**config.mk**
```make
export PLATFORM = sky130hd
export DESIGN_NAME = csr_file
export DESIGN_NICKNAME = d
export VERILOG_FILES = /design/src/verilog/csr_pkg.sv /design/src/verilog/fp_csr_pkg.sv /design/src/verilog/csr_access_unit.sv /design/src/verilog/csr_file.sv /design/src/verilog/csr_fp_bank.sv /design/src/verilog/csr_machine_bank.sv
export SDC_FILE = /design/constraint.sdc
export NUM_CORES = 1
export LEC_CHECK = 0
export ABC_AREA = 1
export BUFFER_PORTS_ARGS = -buffer_cell sky130_fd_sc_hd__buf_2
export CORE_MARGIN = 1
export CORE_UTILIZATION = 29
export CTS_CLUSTER_DIAMETER = 80
export CTS_CLUSTER_SIZE = 20
export DETAILED_ROUTE_END_ITERATION = 16
export HOLD_SLACK_MARGIN = 0.02
export PLACE_DENSITY = 0.53
export SYNTH_ARGS = -nofsm -noshare
export SYNTH_HDL_FRONTEND = slang
export SYNTH_SLANG_ARGS = --single-unit
```
**constraint.sdc**
```tcl
create_clock -name clk -period 6.2 [get_ports clk]
set_input_delay 1.24 -clock clk [delete_from_list [all_inputs] [get_ports clk]]
set_output_delay 1.24 -clock clk [all_outputs]
set_load 0.1 [all_outputs]
```
**src/verilog/csr_pkg.sv**
```systemverilog
/*
 * Machine-mode CSR definitions for RV32
 * Address map, operation and privilege encodings, decoded register
 * select, request and write bus structs, hardwired ID values
 */
package csr_pkg;

  localparam int unsigned XLEN = 32;

  typedef logic [XLEN-1:0] xlen_t;
  typedef logic [11:0]     csr_addr_t;

  // ====================
  // CSR address map
  // ====================
  localparam csr_addr_t CSR_FFLAGS    = 12'h001;
  localparam csr_addr_t CSR_FRM       = 12'h002;
  localparam csr_addr_t CSR_FCSR      = 12'h003;
  localparam csr_addr_t CSR_MSTATUS   = 12'h300;
  localparam csr_addr_t CSR_MISA      = 12'h301;
  localparam csr_addr_t CSR_MTVEC     = 12'h305;
  localparam csr_addr_t CSR_MSCRATCH  = 12'h340;
  localparam csr_addr_t CSR_MEPC      = 12'h341;
  localparam csr_addr_t CSR_MCAUSE    = 12'h342;
  localparam csr_addr_t CSR_MTVAL     = 12'h343;
  localparam csr_addr_t CSR_MVENDORID = 12'hF11;
  localparam csr_addr_t CSR_MARCHID   = 12'hF12;
  localparam csr_addr_t CSR_MIMPID    = 12'hF13;
  localparam csr_addr_t CSR_MHARTID   = 12'hF14;

  // Hardwired identity registers
  localparam xlen_t MISA_VALUE      = 32'h4000_0100; // MXL=1, I extension
  localparam xlen_t MVENDORID_VALUE = 32'h0;          // Non-commercial
  localparam xlen_t MARCHID_VALUE   = 32'h0;
  localparam xlen_t MIMPID_VALUE    = 32'h1;
  localparam xlen_t MHARTID_VALUE   = 32'h0;          // Single hart

  // funct3 of the CSR instructions
  typedef enum logic [2:0] {
    CSR_OP_RW  = 3'd1,
    CSR_OP_RS  = 3'd2,
    CSR_OP_RC  = 3'd3,
    CSR_OP_RWI = 3'd5,
    CSR_OP_RSI = 3'd6,
    CSR_OP_RCI = 3'd7
  } csr_op_e;

  typedef enum logic [1:0] {
    PRIV_U = 2'd0,
    PRIV_M = 2'd3
  } priv_e;

  // Decoded register, one per implemented CSR
  typedef enum logic [3:0] {
    SEL_NONE, SEL_MSTATUS, SEL_MTVEC, SEL_MSCRATCH, SEL_MEPC, SEL_MCAUSE,
    SEL_MTVAL, SEL_FFLAGS, SEL_FRM, SEL_FCSR,
    SEL_MISA, SEL_MVENDORID, SEL_MARCHID, SEL_MIMPID, SEL_MHARTID // Read-only group
  } csr_sel_e;

  // ====================
  // Buses
  // ====================
  typedef struct packed {
    csr_addr_t addr;
    xlen_t     wdata;  // rs1 or zero-extended uimm
    csr_op_e   op;
    logic      we;
  } csr_req_t;

  typedef struct packed {
    logic     en;     // Already qualified, banks just obey
    csr_sel_e sel;
    xlen_t    value;  // Result of the read-modify-write
  } csr_wr_t;

  typedef struct packed {
    xlen_t      pc;
    logic [4:0] cause;
    xlen_t      val;
  } trap_req_t;

  typedef struct packed {
    logic  mie;
    logic  mpie;
    priv_e mpp;
    xlen_t mtvec;
    xlen_t mscratch;
    xlen_t mepc;
    xlen_t mcause;
    xlen_t mtval;
  } mach_state_t;

endpackage

```
**src/verilog/fp_csr_pkg.sv**
```systemverilog
/*
 * Floating-point CSR types
 * Exception flags, rounding modes and the FP bank state view
 */
package fp_csr_pkg;

  // Accrued exception flags, NV in the top bit
  typedef struct packed {
    logic nv;  // Invalid operation
    logic dz;  // Divide by zero
    logic of;  // Overflow
    logic uf;  // Underflow
    logic nx;  // Inexact
  } fflags_t;

  typedef enum logic [2:0] {
    FRM_RNE = 3'd0,  // Nearest, ties to even
    FRM_RTZ = 3'd1,
    FRM_RDN = 3'd2,
    FRM_RUP = 3'd3,
    FRM_RMM = 3'd4,  // Nearest, ties to max magnitude
    FRM_DYN = 3'd7
  } frm_e;

  // Laid out as fcsr bits 7:0
  typedef struct packed {
    frm_e    frm;
    fflags_t fflags_view;  // Includes flags arriving this cycle
  } fp_state_t;

endpackage
```
**src/verilog/csr_access_unit.sv**
```systemverilog
/*
 * CSR access unit
 * Decodes the address, checks existence, privilege and read-only access,
 * muxes read data and builds the qualified write for both banks
 */
`timescale 1ns/1ns

module csr_access_unit
  import csr_pkg::*, fp_csr_pkg::*;
(
  input  csr_req_t    req,
  input  priv_e       current_priv,
  input  logic        trap_entry,
  input  logic        mret,
  input  mach_state_t mach,
  input  fp_state_t   fp,
  output xlen_t       rdata,
  output logic        illegal_csr,
  output csr_wr_t     wr
);

  csr_sel_e   sel;
  logic [1:0] addr_priv;  // Lowest privilege allowed
  logic       priv_low;
  logic       read_only;
  xlen_t      wr_value;

  // ====================
  // Decode
  // ====================
  always_comb begin
    case (req.addr)
      CSR_MSTATUS:   sel = SEL_MSTATUS;
      CSR_MISA:      sel = SEL_MISA;
      CSR_MTVEC:     sel = SEL_MTVEC;
      CSR_MSCRATCH:  sel = SEL_MSCRATCH;
      CSR_MEPC:      sel = SEL_MEPC;
      CSR_MCAUSE:    sel = SEL_MCAUSE;
      CSR_MTVAL:     sel = SEL_MTVAL;
      CSR_MVENDORID: sel = SEL_MVENDORID;
      CSR_MARCHID:   sel = SEL_MARCHID;
      CSR_MIMPID:    sel = SEL_MIMPID;
      CSR_MHARTID:   sel = SEL_MHARTID;
      CSR_FFLAGS:    sel = SEL_FFLAGS;
      CSR_FRM:       sel = SEL_FRM;
      CSR_FCSR:      sel = SEL_FCSR;
      default:       sel = SEL_NONE;  // Not implemented
    endcase
  end

  assign addr_priv = req.addr[9:8];
  assign priv_low  = current_priv < addr_priv;
  // Top address bits 11 mark the read-only space, misa is hardwired here
  assign read_only = (req.addr[11:10] == 2'b11) || (sel == SEL_MISA);

  // Only an attempted write can be illegal
  assign illegal_csr = req.we && ((sel == SEL_NONE) || priv_low || read_only);

  // ====================
  // Read mux
  // ====================
  always_comb begin
    case (sel)
      SEL_MSTATUS: rdata = {19'b0, mach.mpp, 3'b0, mach.mpie, 3'b0, mach.mie, 3'b0};
      SEL_MISA:      rdata = MISA_VALUE;
      SEL_MTVEC:     rdata = mach.mtvec;
      SEL_MSCRATCH:  rdata = mach.mscratch;
      SEL_MEPC:      rdata = mach.mepc;
      SEL_MCAUSE:    rdata = mach.mcause;
      SEL_MTVAL:     rdata = mach.mtval;
      SEL_MVENDORID: rdata = MVENDORID_VALUE;
      SEL_MARCHID:   rdata = MARCHID_VALUE;
      SEL_MIMPID:    rdata = MIMPID_VALUE;
      SEL_MHARTID:   rdata = MHARTID_VALUE;
      SEL_FFLAGS:    rdata = {{(XLEN-5){1'b0}}, fp.fflags_view};  // Forwarded flags
      SEL_FRM:       rdata = {{(XLEN-3){1'b0}}, fp.frm};
      SEL_FCSR:      rdata = {{(XLEN-8){1'b0}}, fp};              // frm above flags
      default:       rdata = '0;
    endcase
  end

  // ====================
  // Write value
  // ====================
  always_comb begin
    case (req.op)
      CSR_OP_RW, CSR_OP_RWI: wr_value = req.wdata;
      CSR_OP_RS, CSR_OP_RSI: wr_value = rdata | req.wdata;   // Set bits
      CSR_OP_RC, CSR_OP_RCI: wr_value = rdata & ~req.wdata;  // Clear bits
      default:               wr_value = rdata;                // Reserved funct3
    endcase
  end

  // Trap and return take the cycle, an illegal write does nothing at all
  assign wr = '{en:    req.we && !illegal_csr && !trap_entry && !mret,
                sel:   sel,
                value: wr_value};

  // Banks never see a write aimed at a hardwired or missing register
  always_comb begin
    assert #0 (!(wr.en && (wr.sel inside {SEL_NONE, SEL_MISA, SEL_MVENDORID,
                                          SEL_MARCHID, SEL_MIMPID, SEL_MHARTID})))
      else $error("CSR write issued to read-only or missing register %0s", wr.sel.name());
  end

endmodule

```
**src/verilog/csr_file.sv**
```systemverilog
/*
 * Machine-mode CSR file, top level
 * Access unit in front of the machine trap bank and the FP bank
 */
`timescale 1ns/1ns

module csr_file
  import csr_pkg::*, fp_csr_pkg::*;
(
  input  logic      clk,
  input  logic      reset_n,
  // Instruction side
  input  csr_req_t  req,
  input  priv_e     current_priv,
  output xlen_t     rdata,
  output logic      illegal_csr,
  // Trap and return
  input  logic      trap_entry,
  input  trap_req_t trap,
  input  logic      mret,
  output xlen_t     trap_vector,
  output xlen_t     mepc_out,
  output logic      mstatus_mie,
  output priv_e     mpp_out,
  // FPU side
  input  logic      fflags_we,
  input  fflags_t   fflags_in,
  output frm_e      frm_out,
  output fflags_t   fflags_out
);

  mach_state_t mach;  // Machine bank state to the read mux
  fp_state_t   fp;
  csr_wr_t     wr;    // Shared write bus

  csr_access_unit csr_access_unit_inst (
    .req          (req),
    .current_priv (current_priv),
    .trap_entry   (trap_entry),
    .mret         (mret),
    .mach         (mach),
    .fp           (fp),
    .rdata        (rdata),
    .illegal_csr  (illegal_csr),
    .wr           (wr)
  );

  csr_machine_bank csr_machine_bank_inst (
    .clk          (clk),
    .reset_n      (reset_n),
    .wr           (wr),
    .trap_entry   (trap_entry),
    .trap         (trap),
    .mret         (mret),
    .current_priv (current_priv),
    .mach         (mach),
    .trap_vector  (trap_vector),
    .mepc_out     (mepc_out),
    .mstatus_mie  (mstatus_mie),
    .mpp_out      (mpp_out)
  );

  csr_fp_bank csr_fp_bank_inst (
    .clk        (clk),
    .reset_n    (reset_n),
    .wr         (wr),
    .fflags_we  (fflags_we),
    .fflags_in  (fflags_in),
    .fp         (fp),
    .frm_out    (frm_out),
    .fflags_out (fflags_out)
  );

endmodule

```
**src/verilog/csr_fp_bank.sv**
```systemverilog
/*
 * Floating-point CSR bank
 * fflags and frm with sticky FPU flag accumulation
 * and a same-cycle forwarded flags view
 */
`timescale 1ns/1ns

module csr_fp_bank
  import csr_pkg::*, fp_csr_pkg::*;
(
  input  logic      clk,
  input  logic      reset_n,
  input  csr_wr_t   wr,
  input  logic      fflags_we,
  input  fflags_t   fflags_in,
  output fp_state_t fp,
  output frm_e      frm_out,
  output fflags_t   fflags_out
);

  fflags_t fflags_q;
  frm_e    frm_q;
  fflags_t flags_fwd;
  logic    flags_wr;  // CSR write hits the flags
  logic    frm_wr;

  assign flags_wr = wr.en && (wr.sel == SEL_FFLAGS || wr.sel == SEL_FCSR);
  assign frm_wr   = wr.en && (wr.sel == SEL_FRM || wr.sel == SEL_FCSR);

  always_ff @(posedge clk or negedge reset_n) begin
    if (!reset_n) begin
      fflags_q <= '0;
      frm_q    <= FRM_RNE;
    end else begin
      if (frm_wr)
        frm_q <= frm_e'((wr.sel == SEL_FCSR) ? wr.value[7:5] : wr.value[2:0]);
      // Software write wins over the FPU in the same cycle
      if (flags_wr)
        fflags_q <= fflags_t'(wr.value[4:0]);
      else if (fflags_we)
        fflags_q <= fflags_t'(fflags_q | fflags_in);  // Sticky OR
    end
  end

  // Read view sees flags retiring this cycle
  assign flags_fwd  = fflags_we ? fflags_t'(fflags_q | fflags_in) : fflags_q;
  assign fp         = '{frm: frm_q, fflags_view: flags_fwd};
  assign frm_out    = frm_q;
  assign fflags_out = fflags_q;  // Registered, not forwarded

  a_fflags_known: assert property (
    @(posedge clk) disable iff (!reset_n) fflags_we |-> !$isunknown(fflags_in)
  ) else $error("FPU flags unknown while fflags_we is high");

endmodule

```
**src/verilog/csr_machine_bank.sv**
```systemverilog
/*
 * Machine trap bank
 * Holds mstatus MIE/MPIE/MPP and the machine trap registers,
 * updated by trap entry, MRET and CSR writes in that priority
 */
`timescale 1ns/1ns

module csr_machine_bank
  import csr_pkg::*;
(
  input  logic        clk,
  input  logic        reset_n,
  input  csr_wr_t     wr,
  input  logic        trap_entry,
  input  trap_req_t   trap,
  input  logic        mret,
  input  priv_e       current_priv,
  output mach_state_t mach,
  output xlen_t       trap_vector,
  output xlen_t       mepc_out,
  output logic        mstatus_mie,
  output priv_e       mpp_out
);

  priv_e wr_mpp;

  // MPP is WARL, only U and M are held
  assign wr_mpp = (wr.value[12:11] == 2'b00) ? PRIV_U : PRIV_M;

  // ====================
  // Register update
  // ====================
  always_ff @(posedge clk or negedge reset_n) begin
    if (!reset_n) begin
      mach.mie      <= 1'b0;
      mach.mpie     <= 1'b0;
      mach.mpp      <= PRIV_M;  // Come out of reset as if trapped from M
      mach.mtvec    <= '0;
      mach.mscratch <= '0;
      mach.mepc     <= '0;
      mach.mcause   <= '0;
      mach.mtval    <= '0;
    end else if (trap_entry) begin
      mach.mepc   <= trap.pc;
      mach.mcause <= {{(XLEN-5){1'b0}}, trap.cause};  // Exceptions only, bit 31 clear
      mach.mtval  <= trap.val;
      mach.mpie   <= mach.mie;
      mach.mie    <= 1'b0;       // Handler starts masked
      mach.mpp    <= current_priv;
    end else if (mret) begin
      mach.mie  <= mach.mpie;
      mach.mpie <= 1'b1;
      mach.mpp  <= PRIV_M;
    end else if (wr.en) begin
      case (wr.sel)
        SEL_MSTATUS: begin
          mach.mie  <= wr.value[3];
          mach.mpie <= wr.value[7];
          mach.mpp  <= wr_mpp;
        end
        SEL_MTVEC:    mach.mtvec    <= {wr.value[XLEN-1:2], 2'b00};  // Direct mode, aligned
        SEL_MSCRATCH: mach.mscratch <= wr.value;
        SEL_MEPC:     mach.mepc     <= {wr.value[XLEN-1:1], 1'b0};   // IALIGN 16
        SEL_MCAUSE:   mach.mcause   <= wr.value;
        SEL_MTVAL:    mach.mtval    <= wr.value;
        default: begin
          // FP registers belong to the other bank
        end
      endcase
    end
  end

  // ====================
  // Core-facing outputs
  // ====================
  assign trap_vector = mach.mtvec;  // No delegation, always mtvec
  assign mepc_out    = mach.mepc;
  assign mstatus_mie = mach.mie;
  assign mpp_out     = mach.mpp;

  // The core retires at most one of these per cycle
  a_trap_mret_excl: assert property (
    @(posedge clk) disable iff (!reset_n) !(trap_entry && mret)
  ) else $error("trap_entry and mret asserted in the same cycle");

endmodule

```
==> results.txt <==
worst vdd ir = 173.0 uV
PortBufs = 233
synthesized area per cell = 6.638 sq um
CTS Buf Count = 17
post-route setup TNS = 0 ns
Max-Cap Viols = 0
met1 WL = 21.84 mm
Slowest-stage cell, CP = nand2_1
synthesis-stage register bit count = 170
post-CTS setup buffer count = 0
vias per cell = 5.232
CP Capture Type = primary output
antenna violations before repair = 3
fin area = 14,060 sq um
Post-layout nets = 2,030
antenna-violating nets left = 0
DIE HEIGHT = 203.3 microns
core area = 39,820 sq um
mapped cell area = 11,760 sq um
Ant. Diodes = 0
crit share post-route = 84.71%
Critical Path Max Stage Delay = 0.31 ns
DP HPWL = 35.16 mm
reg2reg end = csr_machine_bank_inst.mepc_out[4]$_DFFE_PN0P_
DR WL met2 = 23.83 mm
Die W = 203.3 microns
worst reg2reg path depth = 8
most frequent cells in the layout = nand2_1, nand3_1, inv_1
Root Buffer = clkbuf_16
drt first-iter violations = 1,253
layout cells sized above 1 = 17.72%
Synth cell types = 38
FMAX = 190.4 MHz
DRT Wirelength = 50.95 mm
status = completed
Final Hold Fails = 0
io pins = 237
reg-to-reg slack, setup = 4.14 ns
crit path buf inv count = 4
Fillers = 4,369
Pwr Density = 206.7 nW/um^2
DIE AREA = 41,350 sq um
Seq/Total Area, Yosys = 36.21%
GPL Wtd Cong = 0.9199
hold_buf cts = 0
commonest non-fill, non-tap cell in the layout = nand2_1
Routed wire per std cell = 20.90 microns
CP Launch Type = input pin
row count = 73
Post-CTS Resized = 0
placed cell area = 13,410 sq um
worst hold path class = register to register
Overflow after GRT = 0
CP Class = input pin to primary output
Max Fanout on Critical Path = 12
Worst path top cell family by delay = simple AND/OR/NAND/NOR gates
met3 WL post-DR = 3.903 mm
All-Layer GR Usage = 24.62%
reg2reg start = csr_machine_bank_inst.mepc_out[4]$_DFFE_PN0P_
number of global-route vias before repair = 12,140
Final setup viols = 0
Slew HR = 20.97%
Least-Margin Pin Slew = 1.179 ns
DRC violations left = 0
Hold Worst Slack = 0.5014 ns
hold path start = csr_machine_bank_inst.mach[3]$_DFFE_PN0P_
DRT Pass-1 Iters = 5
largest net degree at the start of global routing = 88
dominant synthesized flop cell = dfrtp_1
unrepaired setup endpoints after global routing = no
Slew Limit Fails = 0
CTS tree = yes
clock tree sinks = 170
Synthesis Warnings = 0
Worst-Skew Late Latency = 0.46 ns
global-route wire length before repair = 75.71 mm
vias = 12,760
Clock Skew = 0.01897 ns
Static Leak = 6.910 nW
uppermost layer routed = met5
Hold EP = csr_machine_bank_inst.mach[3]$_DFFE_PN0P_
hold depth = 2
critical path data required time = 4.96 ns
number of synthesized flops with an enable pin = 0
htree depth = 4
CP arrival = 4.01 ns
Initial Util = 29.52%
ys async rst share = 100.0%
P&R area growth vs syn = 19.56%
CP Cell Sequence = buf_2 > nor2_2 > nand2_2 > nor2_2 > nand2_1 > inv_1 > nand2_1 > nand3_1 > a21oi_1 > nand2_1 > inv_2 > nand2_1 > o21ai_0 > a21oi_1 > o211ai_1 > buf_12
CP most frequent cell = nand2_1
min Tclk post-route = 5.252 ns
Worst-path clk slew = 0.07 ns
CTS Buffer Depth = 2
Synth Instances = 1,771
[routing by layer]
metal / global-route usage [%] / up-vias
met5: 0 / -
met4: 7.519 / 6
met3: 4.362 / 78
met2: 40.36 / 609
met1: 32.86 / 6038
li1: - / 6025
[worst max-delay path by stage]
stage	start	to	slack, ns	depth (start not counted)
floorplan	req[43]	illegal_csr	0.72	9
global placement	req[43]	rdata[30]	1.05	16
detailed placement	req[43]	rdata[30]	1.04	16
CTS	req[43]	rdata[30]	1.03	16
global route	req[43]	rdata[30]	0.75	16
finish	req[43]	rdata[30]	0.95	16
[cells by family (layout without fill, tap and decap cells)]
logic type	count (synthesis)	count (layout)	synth area share, %
compound gates	280	280	13.69
fa+ha+maj	1	1	0.1064
buf+inv	388	529	15.21
flops	170	170	36.21
other cells	1	2	0.03190
simple gates	931	931	34.76
[state kept, by name (all words and copies together), names as in the netlist]
register,count
csr_fp_bank_inst.fflags_out,5
csr_machine_bank_inst.mepc_out,32
csr_machine_bank_inst.mpp_out,2
csr_fp_bank_inst.frm_out,3
csr_machine_bank_inst.mstatus_mie,1
csr_machine_bank_inst.trap_vector,30
csr_machine_bank_inst.mach,97
[through the flow]
| stage | power [mW] | setup slack, ns | util (%) | std cells |
|---|---|---|---|---|
| 2_1_floorplan | 1.549 | 0.7160 | - | 1772 |
| 3_3_place_gp | 1.692 | 1.054 | 33.68 | 2406 |
| 3_5_place_dp | 1.698 | 1.044 | 33.68 | 2406 |
| 4_1_cts | 2.919 | 1.028 | 35.30 | 2438 |
| 5_1_grt | 2.998 | 0.7473 | 35.30 | 2438 |
| 6_report | 2.905 | 0.9477 | 35.30 | 2438 |
[layout make-up]
cell class,count,area [sq um],share of cell area [%]
clock inverters,12,187.7,1.335
inverters,233,874.6,6.222
repair buffers,264,1868,13.29
well taps,525,656.9,4.673
multi-input cells,1214,5756,40.95
flip-flops and latches,170,4257,30.28
clock buffers,20,456.7,3.249
[worst register-to-register path, cell delays in order, from the launching register on]
cell and delay, ns:
dfrtp_1 0.38, inv_1 0.14, o22ai_1 0.11, nor2_1 0.30, nand3_1 0.16, o21ai_0 0.18
nand4_1 0.34, nand3_1 0.24, nand2_1 0.09
[power breakdown]
group	switching, mW	internal, mW	total (mW)	leakage [nW]
sequential	0.0393	1.15	1.19	1.92
clock	0.526	0.704	1.23	0.308
combinational	0.378	0.103	0.481	4.69
[synthesized netlist by cell type (19+ instances only)]
cell / count / area, sq um
a21oi_1: 27 / 135.1
buf_2: 19 / 95.09
buf_4: 76 / 570.6
clkbuf_1: 48 / 180.2
dfrtp_1: 168 / 4204
inv_1: 219 / 822.0
nand2_1: 493 / 1851
nand3_1: 261 / 1306
nand4_1: 52 / 325.3
nor2_1: 94 / 352.8
o21ai_0: 130 / 650.6
o21ai_1: 26 / 130.1
o22ai_1: 52 / 325.3
No activity file was read; power rests on OpenSTA's default activity.
